**config.mk**
```make
export PLATFORM = sky130hd
export DESIGN_NAME = ttlMemoryBridge
export DESIGN_NICKNAME = d
export VERILOG_FILES = /design/src/source/ttlBridgePkg.sv /design/src/source/ttlBusFrontEnd.sv /design/src/source/requestFifo.sv /design/src/source/busMasterEngine.sv /design/src/source/ttlMemoryBridge.sv
export SDC_FILE = /design/constraint.sdc
export NUM_CORES = 1
export LEC_CHECK = 0
export ABC_AREA = 0
export BUFFER_PORTS_ARGS = -buffer_cell sky130_fd_sc_hd__buf_2
export CAP_MARGIN = 20
export CORE_UTILIZATION = 49
export CTS_CLUSTER_SIZE = 8
export DETAILED_ROUTE_END_ITERATION = 6
export PLACE_DENSITY = 0.73
export SLEW_MARGIN = 20
export SYNTH_ARGS = -nofsm -noshare
export SYNTH_HDL_FRONTEND = slang
export SYNTH_SLANG_ARGS = --single-unit
```
**constraint.sdc**
```tcl
create_clock -name clk -period 3.9 [get_ports clk]
set_clock_uncertainty 0.05 [all_clocks]
set_input_delay 0.195 -clock clk [delete_from_list [all_inputs] [get_ports clk]]
set_output_delay 0.195 -clock clk [all_outputs]
set_load 0.05 [all_outputs]
```
**src/source/ttlBridgePkg.sv**
```systemverilog
package ttlBridgePkg;

  // TTL bus widths
  localparam int AddrWidth = 16;
  localparam int DataWidth = 8;

  // Master command interface widths
  localparam int MstAddrWidth = 32;
  localparam int MstDataWidth = 32;

  // Request queue
  localparam int FifoDepth    = 4;
  localparam int FifoPtrWidth = $clog2(FifoDepth);

  // Interrupt vector layout
  localparam int IntrWidth    = 4;
  localparam int IntrRead     = 0;
  localparam int IntrWrite    = 1;
  localparam int IntrError    = 2;
  localparam int IntrOverflow = 3;

  typedef enum logic {
    opRead  = 1'b0,
    opWrite = 1'b1
  } requestOp;

  typedef struct packed {
    requestOp               op;
    logic [AddrWidth-1:0]   addr;
    logic [DataWidth-1:0]   data;
  } busRequest;

  typedef enum logic [1:0] {
    stIdle    = 2'b00,
    stRequest = 2'b01,
    stDone    = 2'b10
  } engineState;

  typedef struct packed {
    logic                    rdReq;
    logic                    wrReq;
    logic [MstAddrWidth-1:0] addr;
    logic [MstDataWidth-1:0] wrData;
  } mstCommand;

  typedef struct packed {
    logic                    cmplt;
    logic                    error;
    logic [MstDataWidth-1:0] rdData;
  } mstResponse;

endpackage

```
**src/source/ttlBusFrontEnd.sv**
```systemverilog
`timescale 1ns/1ps

module ttlBusFrontEnd (
  input  logic                                 clk,
  input  logic                                 rst_n,
  input  logic                                 nChipEnable,
  input  logic                                 nOutputEnable,
  input  logic                                 nWriteEnable,
  input  logic [ttlBridgePkg::AddrWidth-1:0]   address,
  input  logic [ttlBridgePkg::DataWidth-1:0]   dataIn,
  input  logic                                 full,
  output logic                                 pushValid,
  output ttlBridgePkg::busRequest              pushData,
  output logic                                 overflow,
  output logic                                 dataOutEnable
);

  // Two-flop synchronizers with bit 1 as the usable copy
  logic [1:0] ceSync;
  logic [1:0] oeSync;
  logic [1:0] weSync;
  logic [ttlBridgePkg::AddrWidth-1:0] addrMeta;
  logic [ttlBridgePkg::AddrWidth-1:0] addrSync;
  logic [ttlBridgePkg::DataWidth-1:0] dataMeta;
  logic [ttlBridgePkg::DataWidth-1:0] dataSync;

  // Edge detection
  logic oePrev;
  logic wePrev;
  logic writeDone;
  logic readStart;

  logic strobe;
  ttlBridgePkg::busRequest request;

  // Write completes on the rising edge of write enable
  assign writeDone = ~ceSync[1] & weSync[1] & ~wePrev;
  // Read starts on the falling edge of output enable, write enable idle
  assign readStart = ~ceSync[1] & weSync[1] & oePrev & ~oeSync[1];

  always_ff @(posedge clk) begin
    if (!rst_n) begin
      ceSync <= 2'b11;
      oeSync <= 2'b11;
      weSync <= 2'b11;
      oePrev <= 1'b1;
      wePrev <= 1'b1;
      strobe <= 1'b0;
    end else begin
      ceSync <= {ceSync[0], nChipEnable};
      oeSync <= {oeSync[0], nOutputEnable};
      weSync <= {weSync[0], nWriteEnable};
      oePrev <= oeSync[1];
      wePrev <= weSync[1];
      strobe <= writeDone | readStart;
    end
  end

  // Bus payload follows the control pins through the same two stages
  always_ff @(posedge clk) begin
    addrMeta <= address;
    addrSync <= addrMeta;
    dataMeta <= dataIn;
    dataSync <= dataMeta;
  end

  // A write end and a read start in one cycle keeps only the write
  always_ff @(posedge clk) begin
    if (writeDone | readStart) begin
      request.op   <= writeDone ? ttlBridgePkg::opWrite : ttlBridgePkg::opRead;
      request.addr <= addrSync;
      request.data <= dataSync;
    end
  end

  // Full is sampled in the push cycle itself
  assign pushValid = strobe & ~full;
  assign overflow  = strobe & full;
  assign pushData  = request;

  // Bridge drives the host bus only during a plain read
  assign dataOutEnable = ~nChipEnable & ~nOutputEnable & nWriteEnable;

  pushOrOverflow: assert property (
    @(posedge clk) disable iff (!rst_n) !(pushValid && overflow)
  ) else $error("pushValid and overflow high in the same cycle");

endmodule

```
**src/source/requestFifo.sv**
```systemverilog
`timescale 1ns/1ps

module requestFifo (
  input  logic                    clk,
  input  logic                    rst_n,
  input  logic                    pushValid,
  input  ttlBridgePkg::busRequest pushData,
  input  logic                    pop,
  output ttlBridgePkg::busRequest headData,
  output logic                    full,
  output logic                    empty
);

  ttlBridgePkg::busRequest mem [ttlBridgePkg::FifoDepth];

  logic [ttlBridgePkg::FifoPtrWidth-1:0] wrPtr;
  logic [ttlBridgePkg::FifoPtrWidth-1:0] rdPtr;
  logic [ttlBridgePkg::FifoPtrWidth:0]   count;

  always_ff @(posedge clk) begin
    if (pushValid) begin
      mem[wrPtr] <= pushData;
    end
  end

  always_ff @(posedge clk) begin
    if (!rst_n) begin
      wrPtr <= '0;
      rdPtr <= '0;
      count <= '0;
    end else begin
      if (pushValid) begin
        wrPtr <= (wrPtr == ttlBridgePkg::FifoDepth - 1) ? '0 : wrPtr + 1'b1;
      end
      if (pop) begin
        rdPtr <= (rdPtr == ttlBridgePkg::FifoDepth - 1) ? '0 : rdPtr + 1'b1;
      end
      // Simultaneous push and pop leaves the count alone
      case ({pushValid, pop})
        2'b10:   count <= count + 1'b1;
        2'b01:   count <= count - 1'b1;
        default: count <= count;
      endcase
    end
  end

  // Head entry is visible without a pop
  assign headData = mem[rdPtr];
  assign full     = (count == ttlBridgePkg::FifoDepth);
  assign empty    = (count == '0);

  noPushWhenFull: assert property (
    @(posedge clk) disable iff (!rst_n) pushValid |-> !full
  ) else $error("push into a full request queue");

  noPopWhenEmpty: assert property (
    @(posedge clk) disable iff (!rst_n) pop |-> !empty
  ) else $error("pop from an empty request queue");

endmodule

```
**src/source/busMasterEngine.sv**
```systemverilog
`timescale 1ns/1ps

module busMasterEngine (
  input  logic                                  clk,
  input  logic                                  rst_n,
  input  logic                                  empty,
  input  ttlBridgePkg::busRequest               headData,
  input  logic [ttlBridgePkg::MstAddrWidth-1:0] mappedAddress,
  input  ttlBridgePkg::mstResponse              mstRsp,
  input  logic                                  overflow,
  input  logic [ttlBridgePkg::IntrWidth-1:0]    intrEnable,
  input  logic [ttlBridgePkg::IntrWidth-1:0]    intrAck,
  output logic                                  pop,
  output ttlBridgePkg::mstCommand               mstCmd,
  output logic [ttlBridgePkg::DataWidth-1:0]    dataOut,
  output logic                                  busyEngine,
  output logic [ttlBridgePkg::IntrWidth-1:0]    intrStatus,
  output logic                                  interrupt
);

  localparam int AddrPad = ttlBridgePkg::MstAddrWidth - ttlBridgePkg::AddrWidth;
  localparam int DataPad = ttlBridgePkg::MstDataWidth - ttlBridgePkg::DataWidth;

  ttlBridgePkg::engineState state;
  ttlBridgePkg::requestOp   curOp;

  logic                                  rdReq;
  logic                                  wrReq;
  logic [ttlBridgePkg::MstAddrWidth-1:0] cmdAddr;
  logic [ttlBridgePkg::MstDataWidth-1:0] cmdData;
  logic [ttlBridgePkg::MstAddrWidth-1:0] reqAddr;
  logic [ttlBridgePkg::MstDataWidth-1:0] reqData;

  logic [ttlBridgePkg::DataWidth-1:0] rspByte;
  logic                               rspError;
  logic [ttlBridgePkg::DataWidth-1:0] readData;
  logic [ttlBridgePkg::IntrWidth-1:0] setBits;

  // Pop only from idle, so one request is in flight at a time
  assign pop = (state == ttlBridgePkg::stIdle) && !empty;

  // Bus address is an offset into the mapped window
  assign reqAddr = mappedAddress + {{AddrPad{1'b0}}, headData.addr};
  assign reqData = {{DataPad{1'b0}}, headData.data};

  always_ff @(posedge clk) begin
    if (!rst_n) begin
      state    <= ttlBridgePkg::stIdle;
      rdReq    <= 1'b0;
      wrReq    <= 1'b0;
      readData <= '0;
    end else begin
      case (state)
        ttlBridgePkg::stIdle: begin
          if (!empty) begin
            state <= ttlBridgePkg::stRequest;
            rdReq <= (headData.op == ttlBridgePkg::opRead);
            wrReq <= (headData.op == ttlBridgePkg::opWrite);
          end
        end
        ttlBridgePkg::stRequest: begin
          // Request level held until the slave reports completion
          if (mstRsp.cmplt) begin
            state <= ttlBridgePkg::stDone;
            rdReq <= 1'b0;
            wrReq <= 1'b0;
          end
        end
        ttlBridgePkg::stDone: begin
          state <= ttlBridgePkg::stIdle;
          if (curOp == ttlBridgePkg::opRead) begin
            readData <= rspByte;
          end
        end
        default: state <= ttlBridgePkg::stIdle;
      endcase
    end
  end

  // Command payload and captured response
  always_ff @(posedge clk) begin
    if (pop) begin
      curOp   <= headData.op;
      cmdAddr <= reqAddr;
      cmdData <= reqData;
    end
    if ((state == ttlBridgePkg::stRequest) && mstRsp.cmplt) begin
      // Slave returns the byte in the low lane
      rspByte  <= mstRsp.rdData[ttlBridgePkg::DataWidth-1:0];
      rspError <= mstRsp.error;
    end
  end

  assign mstCmd = '{rdReq: rdReq, wrReq: wrReq, addr: cmdAddr, wrData: cmdData};

  always_comb begin
    setBits = '0;
    if (state == ttlBridgePkg::stDone) begin
      setBits[ttlBridgePkg::IntrRead]  = (curOp == ttlBridgePkg::opRead);
      setBits[ttlBridgePkg::IntrWrite] = (curOp == ttlBridgePkg::opWrite);
      setBits[ttlBridgePkg::IntrError] = rspError;
    end
    setBits[ttlBridgePkg::IntrOverflow] = overflow;
  end

  // New events win over an acknowledge in the same cycle
  always_ff @(posedge clk) begin
    if (!rst_n) begin
      intrStatus <= '0;
    end else begin
      intrStatus <= (intrStatus & ~intrAck) | setBits;
    end
  end

  assign interrupt  = |(intrStatus & intrEnable);
  assign dataOut    = readData;
  assign busyEngine = (state != ttlBridgePkg::stIdle);

  oneRequestKind: assert property (
    @(posedge clk) disable iff (!rst_n) !(mstCmd.rdReq && mstCmd.wrReq)
  ) else $error("rdReq and wrReq high together");

  // Address and data stay put while the slave is still working
  cmdStable: assert property (
    @(posedge clk) disable iff (!rst_n)
    (state == ttlBridgePkg::stRequest && !mstRsp.cmplt) |=> $stable(mstCmd)
  ) else $error("master command changed before completion");

endmodule

```
**src/source/ttlMemoryBridge.sv**
```systemverilog
`timescale 1ns/1ps

module ttlMemoryBridge (
  input  logic                                  clk,
  input  logic                                  rst_n,
  input  logic                                  nChipEnable,
  input  logic                                  nOutputEnable,
  input  logic                                  nWriteEnable,
  input  logic [ttlBridgePkg::AddrWidth-1:0]    address,
  input  logic [ttlBridgePkg::DataWidth-1:0]    dataIn,
  input  logic [ttlBridgePkg::MstAddrWidth-1:0] mappedAddress,
  input  logic [ttlBridgePkg::IntrWidth-1:0]    intrEnable,
  input  logic [ttlBridgePkg::IntrWidth-1:0]    intrAck,
  input  ttlBridgePkg::mstResponse              mstRsp,
  output logic [ttlBridgePkg::DataWidth-1:0]    dataOut,
  output logic                                  dataOutEnable,
  output ttlBridgePkg::mstCommand               mstCmd,
  output logic                                  interrupt,
  output logic [ttlBridgePkg::IntrWidth-1:0]    intrStatus,
  output logic                                  busy
);

  logic                    pushValid;
  ttlBridgePkg::busRequest pushData;
  logic                    full;
  logic                    overflow;
  logic                    empty;
  ttlBridgePkg::busRequest headData;
  logic                    pop;
  logic                    busyEngine;

  ttlBusFrontEnd ttlBusFrontEnd_inst (
    .clk           (clk),
    .rst_n         (rst_n),
    .nChipEnable   (nChipEnable),
    .nOutputEnable (nOutputEnable),
    .nWriteEnable  (nWriteEnable),
    .address       (address),
    .dataIn        (dataIn),
    .full          (full),
    .pushValid     (pushValid),
    .pushData      (pushData),
    .overflow      (overflow),
    .dataOutEnable (dataOutEnable)
  );

  requestFifo requestFifo_inst (
    .clk       (clk),
    .rst_n     (rst_n),
    .pushValid (pushValid),
    .pushData  (pushData),
    .pop       (pop),
    .headData  (headData),
    .full      (full),
    .empty     (empty)
  );

  busMasterEngine busMasterEngine_inst (
    .clk           (clk),
    .rst_n         (rst_n),
    .empty         (empty),
    .headData      (headData),
    .mappedAddress (mappedAddress),
    .mstRsp        (mstRsp),
    .overflow      (overflow),
    .intrEnable    (intrEnable),
    .intrAck       (intrAck),
    .pop           (pop),
    .mstCmd        (mstCmd),
    .dataOut       (dataOut),
    .busyEngine    (busyEngine),
    .intrStatus    (intrStatus),
    .interrupt     (interrupt)
  );

  // Work is pending while anything is queued or in flight
  assign busy = ~empty | busyEngine;

endmodule

```
==> run_results.csv <==
group,metric,value,unit
run_status,outcome,"finished clean",
min_path,hold_class,"in -> reg",
grt,grt_pass1_vias,5438,
setup_path,reg2reg_depth,10,
setup_path,critPathKind,"reg -> reg",
grt,grt_pass1_wl,26200,microns
grt,grt_max_degree,45,
synthesis,synth_cells,561,
sta,rsz0062_at_grt,"false",
clocking,clk_latency,520,ps
finish,mostFrequentLayoutCells,"edfxtp_1 (175), buf_2 (135), dfxtp_1 (81)",
route,drc,0,
sta,maxSlewViolCount,0,
floorplanning,num_rows,50,
synthesis,avgSynthCellArea,16.8,sq um
sta,clock.fmax,299,MHz
grt,antenna_found_initial,1,
synthesis,yosys_register_bits,257,
sta,fin_crit,3350,ps
finish,final_common_cell,"edfxtp_1",
power_and_ir_drop,power_density,734,mW/mm^2
clocking,h-tree-depth,2,
finish,drive_gt1_share,26.8,%
min_path,hp-start,"rst_n",
placement,gp_congestion,0.897,
placement,port_buffers,135,
grt,grt-busiest-layer,"met2",
floorplanning,initial_utilization,50.2,%
clocking,cts_tree,"built",
setup_path,critPathArrivalTime,3560,ps
setup_path,path_cells,"buf_4 -> mux4_2 -> ha_1 -> a21o_1 -> a31oi_1 -> o21ai_1 -> a221oi_2 -> nand2b_1 -> nor2_1 -> xor2_1",
sta,fin_crit_sh,85.9,%
setup_path,end_kind,"flip-flop",
min_path,hold_end,"ttlBusFrontEnd_inst.ceSync[0]$_SDFF_PN1_",
grt,met2_usage,31.4,%
min_path,holdPathStages,2,
clocking,cts_resized,0,
sta,relSlewSlack,32.9,%
route,drt-initial-drc-count,259,
clocking,cts_buffers,38,
setup_path,required,4110,ps
synthesis,ys_warn_count,0,
synthesis,yosysSeqAreaShare,73.2,%
floorplanning,core,0.0188,sq mm
setup_path,slowest_delay,540,ps
route,vias,5189,
setup_path,path_buf_inv,1,
synthesis,post_synth_num_cell_types,48,
setup_path,r2r_setup_slack,550,ps
power_and_ir_drop,p_total,8.82,mW
synthesis,syn_area,0.00942,sq mm
floorplanning,die_w,141,microns
route,drtAntennaViolNets,0,
floorplanning,die_h,141,microns
power_and_ir_drop,leakage,4.56,nW
setup_path,path_delay_family,"compound AO/OA/AOI/OAI gates",
setup_path,worst_setup_path_start_kind,"flip-flop",
setup_path,critPathSlowestCell,"mux4_2",
setup_path,cp_max_fo,14,
clocking,cts_sinks,257,
floorplanning,ios,184,
power_and_ir_drop,vdd_drop_max,0.482,mV
finish,post-route-util,64.0,%
job,max_cap_viol_count,0,
sta,finalSetupViolCount,0,
setup_path,r2r-end,"busMasterEngine_inst.cmdAddr[26]$_DFFE_PP_",
clocking,clk_path_buf_depth,3,
route,finalWirelength,16800,microns
setup_path,path_depth,10,
sta,finalHoldViolations,0,
sta,fin_setup_tns,0,ps
placement,dp_hpwl,10100,microns
finish,area_growth,27.5,%
clocking,clkTransAtPathRegs,50,ps
floorplanning,fp.dieArea,0.0198,sq mm
clocking,clockRootBuffer,"clkbuf_16",
grt,met3_usage,4.25,%
finish,final_nets,916,
grt,grt_use_total,17.3,%
finish,nFillCells,1356,
route,dr.pass1.iters,4,
grt,met1_usage,19.3,%
route,wl_per_cell,16.0,microns
sta,tightestPinTransition,1000,ps
route,viasPerCell,4.93,
grt,grt.overflow.total,0,
==> report_power, final <==
| part | total, mW | internal [mW] | switching [mW] |
|---|---|---|---|
| Clock | 2.96 | 1.84 | 1.13 |
| Combinational | 2.38 | 0.723 | 1.66 |
| Sequential | 3.47 | 3.35 | 0.116 |
| Total | 8.81 | 5.91 | 2.90 |
==> flip-flops by register name (all words and copies together), names as in the netlist, 2 cells and up, named ones only <==
signal,count
busMasterEngine_inst.cmdData,8
ttlBusFrontEnd_inst.ceSync,2
busMasterEngine_inst.dataOut,8
ttlBusFrontEnd_inst.addrSync,16
busMasterEngine_inst.intrStatus,4
busMasterEngine_inst.state,2
busMasterEngine_inst.cmdAddr,32
requestFifo_inst.wrPtr,2
ttlBusFrontEnd_inst.oeSync,2
ttlBusFrontEnd_inst.pushData,25
requestFifo_inst.count,3
ttlBusFrontEnd_inst.weSync,2
requestFifo_inst.rdPtr,2
busMasterEngine_inst.rspByte,8
ttlBusFrontEnd_inst.addrMeta,16
ttlBusFrontEnd_inst.dataSync,8
requestFifo_inst.mem,100
ttlBusFrontEnd_inst.dataMeta,8
==> worst register-to-register path, stage by stage, from the launching register on <==
cell	delay, ps
dfxtp_2	380
buf_4	310
mux4_2	550
ha_1	390
a21o_1	230
a31oi_1	210
o21ai_1	100
a221oi_2	450
nand2b_1	220
nor2_1	70
xor2_1	130
==> area by class of cell <==
| type | count | area [sq um] | share of cell area (%) |
|---|---|---|---|
| diodes | 1 | 2.50 | 0.0208 |
| clock inverters | 4 | 67.6 | 0.563 |
| inverters | 13 | 48.8 | 0.406 |
| flip-flops and latches | 257 | 6900 | 57.4 |
| multi-input cells | 277 | 2320 | 19.4 |
| repair buffers | 202 | 1330 | 11.0 |
| well taps | 234 | 293 | 2.44 |
| clock buffers | 64 | 1050 | 8.73 |
==> worst max-delay path by stage <==
| stage | from | end | slack, ps |
|---|---|---|---|
| after floorplan | flip-flop | busMasterEngine_inst.cmdAddr[26]$_DFFE_PP_ | 250 |
| after global placement | flip-flop | busMasterEngine_inst.cmdAddr[26]$_DFFE_PP_ | 540 |
| after detailed placement | flip-flop | busMasterEngine_inst.cmdAddr[26]$_DFFE_PP_ | 530 |
| after CTS | flip-flop | busMasterEngine_inst.cmdAddr[28]$_DFFE_PP_ | 510 |
| after global routing | flip-flop | busMasterEngine_inst.cmdAddr[26]$_DFFE_PP_ | 320 |
| final | flip-flop | busMasterEngine_inst.cmdAddr[26]$_DFFE_PP_ | 550 |
==> kinds of logic (layout without fill, tap and decap cells) <==
family / after synthesis / in the layout / share of synthesized area, %
other: 1 / 25 / 0.0398
flip-flops: 257 / 257 / 73.2
adder cells (fa/ha/maj): 24 / 24 / 3.35
multiplexers: 33 / 33 / 6.83
buffers and inverters: 50 / 283 / 3.11
AND/OR/NAND/NOR: 106 / 106 / 6.17
XOR/XNOR: 32 / 32 / 2.98
AO/OA/AOI/OAI: 58 / 58 / 4.29
==> metrics by stage <==
| stage | instances | setup slack (ps) | cell area, sq um | hold slack, ps |
|---|---|---|---|---|
| floorplan | 584 | 251 | 9500 | 173 |
| global placement | 924 | 541 | 10300 | 247 |
| detailed placement | 924 | 533 | 10300 | 249 |
| CTS | 1051 | 509 | 12000 | 53.0 |
| global route | 1052 | 319 | 12000 | 105 |
| finish | 1052 | 551 | 12000 | 59.1 |
==> per-layer routing <==
layer	share of wire (%)	wire length, microns
met1	39	6630
met2	52	8820
met3	5.6	941
met4	2.5	422
met5	0	0
==> synthesized netlist by cell type (all sizes together) <==
cell,count,area (sq um)
inv,13,48.8
fa,2,40.0
o21ai,9,56.3
mux2i,8,80.1
a22oi,2,15.0
a221oi,1,15.0
nand2b,13,81.3
nor2b,18,113
a211oi,1,7.51
or2,1,6.26
o21a,5,37.5
nand4bb,1,11.3
a21oi,16,80.1
a21boi,5,37.5
o2111ai,1,8.76
and3,9,57.6
xnor2,20,175
or3b,1,8.76
nand2,21,78.8
nand4,5,31.3
nor3b,2,15.0
a31o,1,8.76
or3,1,6.26
clkbuf,7,26.3
nand3,10,50.1
a21o,8,60.1
buf,30,218
o211ai,2,15.0
ha,22,275
or2b,1,7.51
edfxtp,175,5260
o21bai,1,7.51
dfxtp,82,1640
a32oi,1,8.76
a31oi,5,46.3
mux4,25,563
nor2,12,45.0
nor3,3,15.0
conb,1,3.75
and2,6,37.5
nand3b,1,7.51
and4,1,8.76
xor2,12,105
==> what timing repair did <==
item / in CTS / in global routing
hold buffers: 59 / 0
hold endpoints to repair: 59 / 0
setup buffers: 0 / 0
Note: power is estimated with default switching activity, not from simulation.
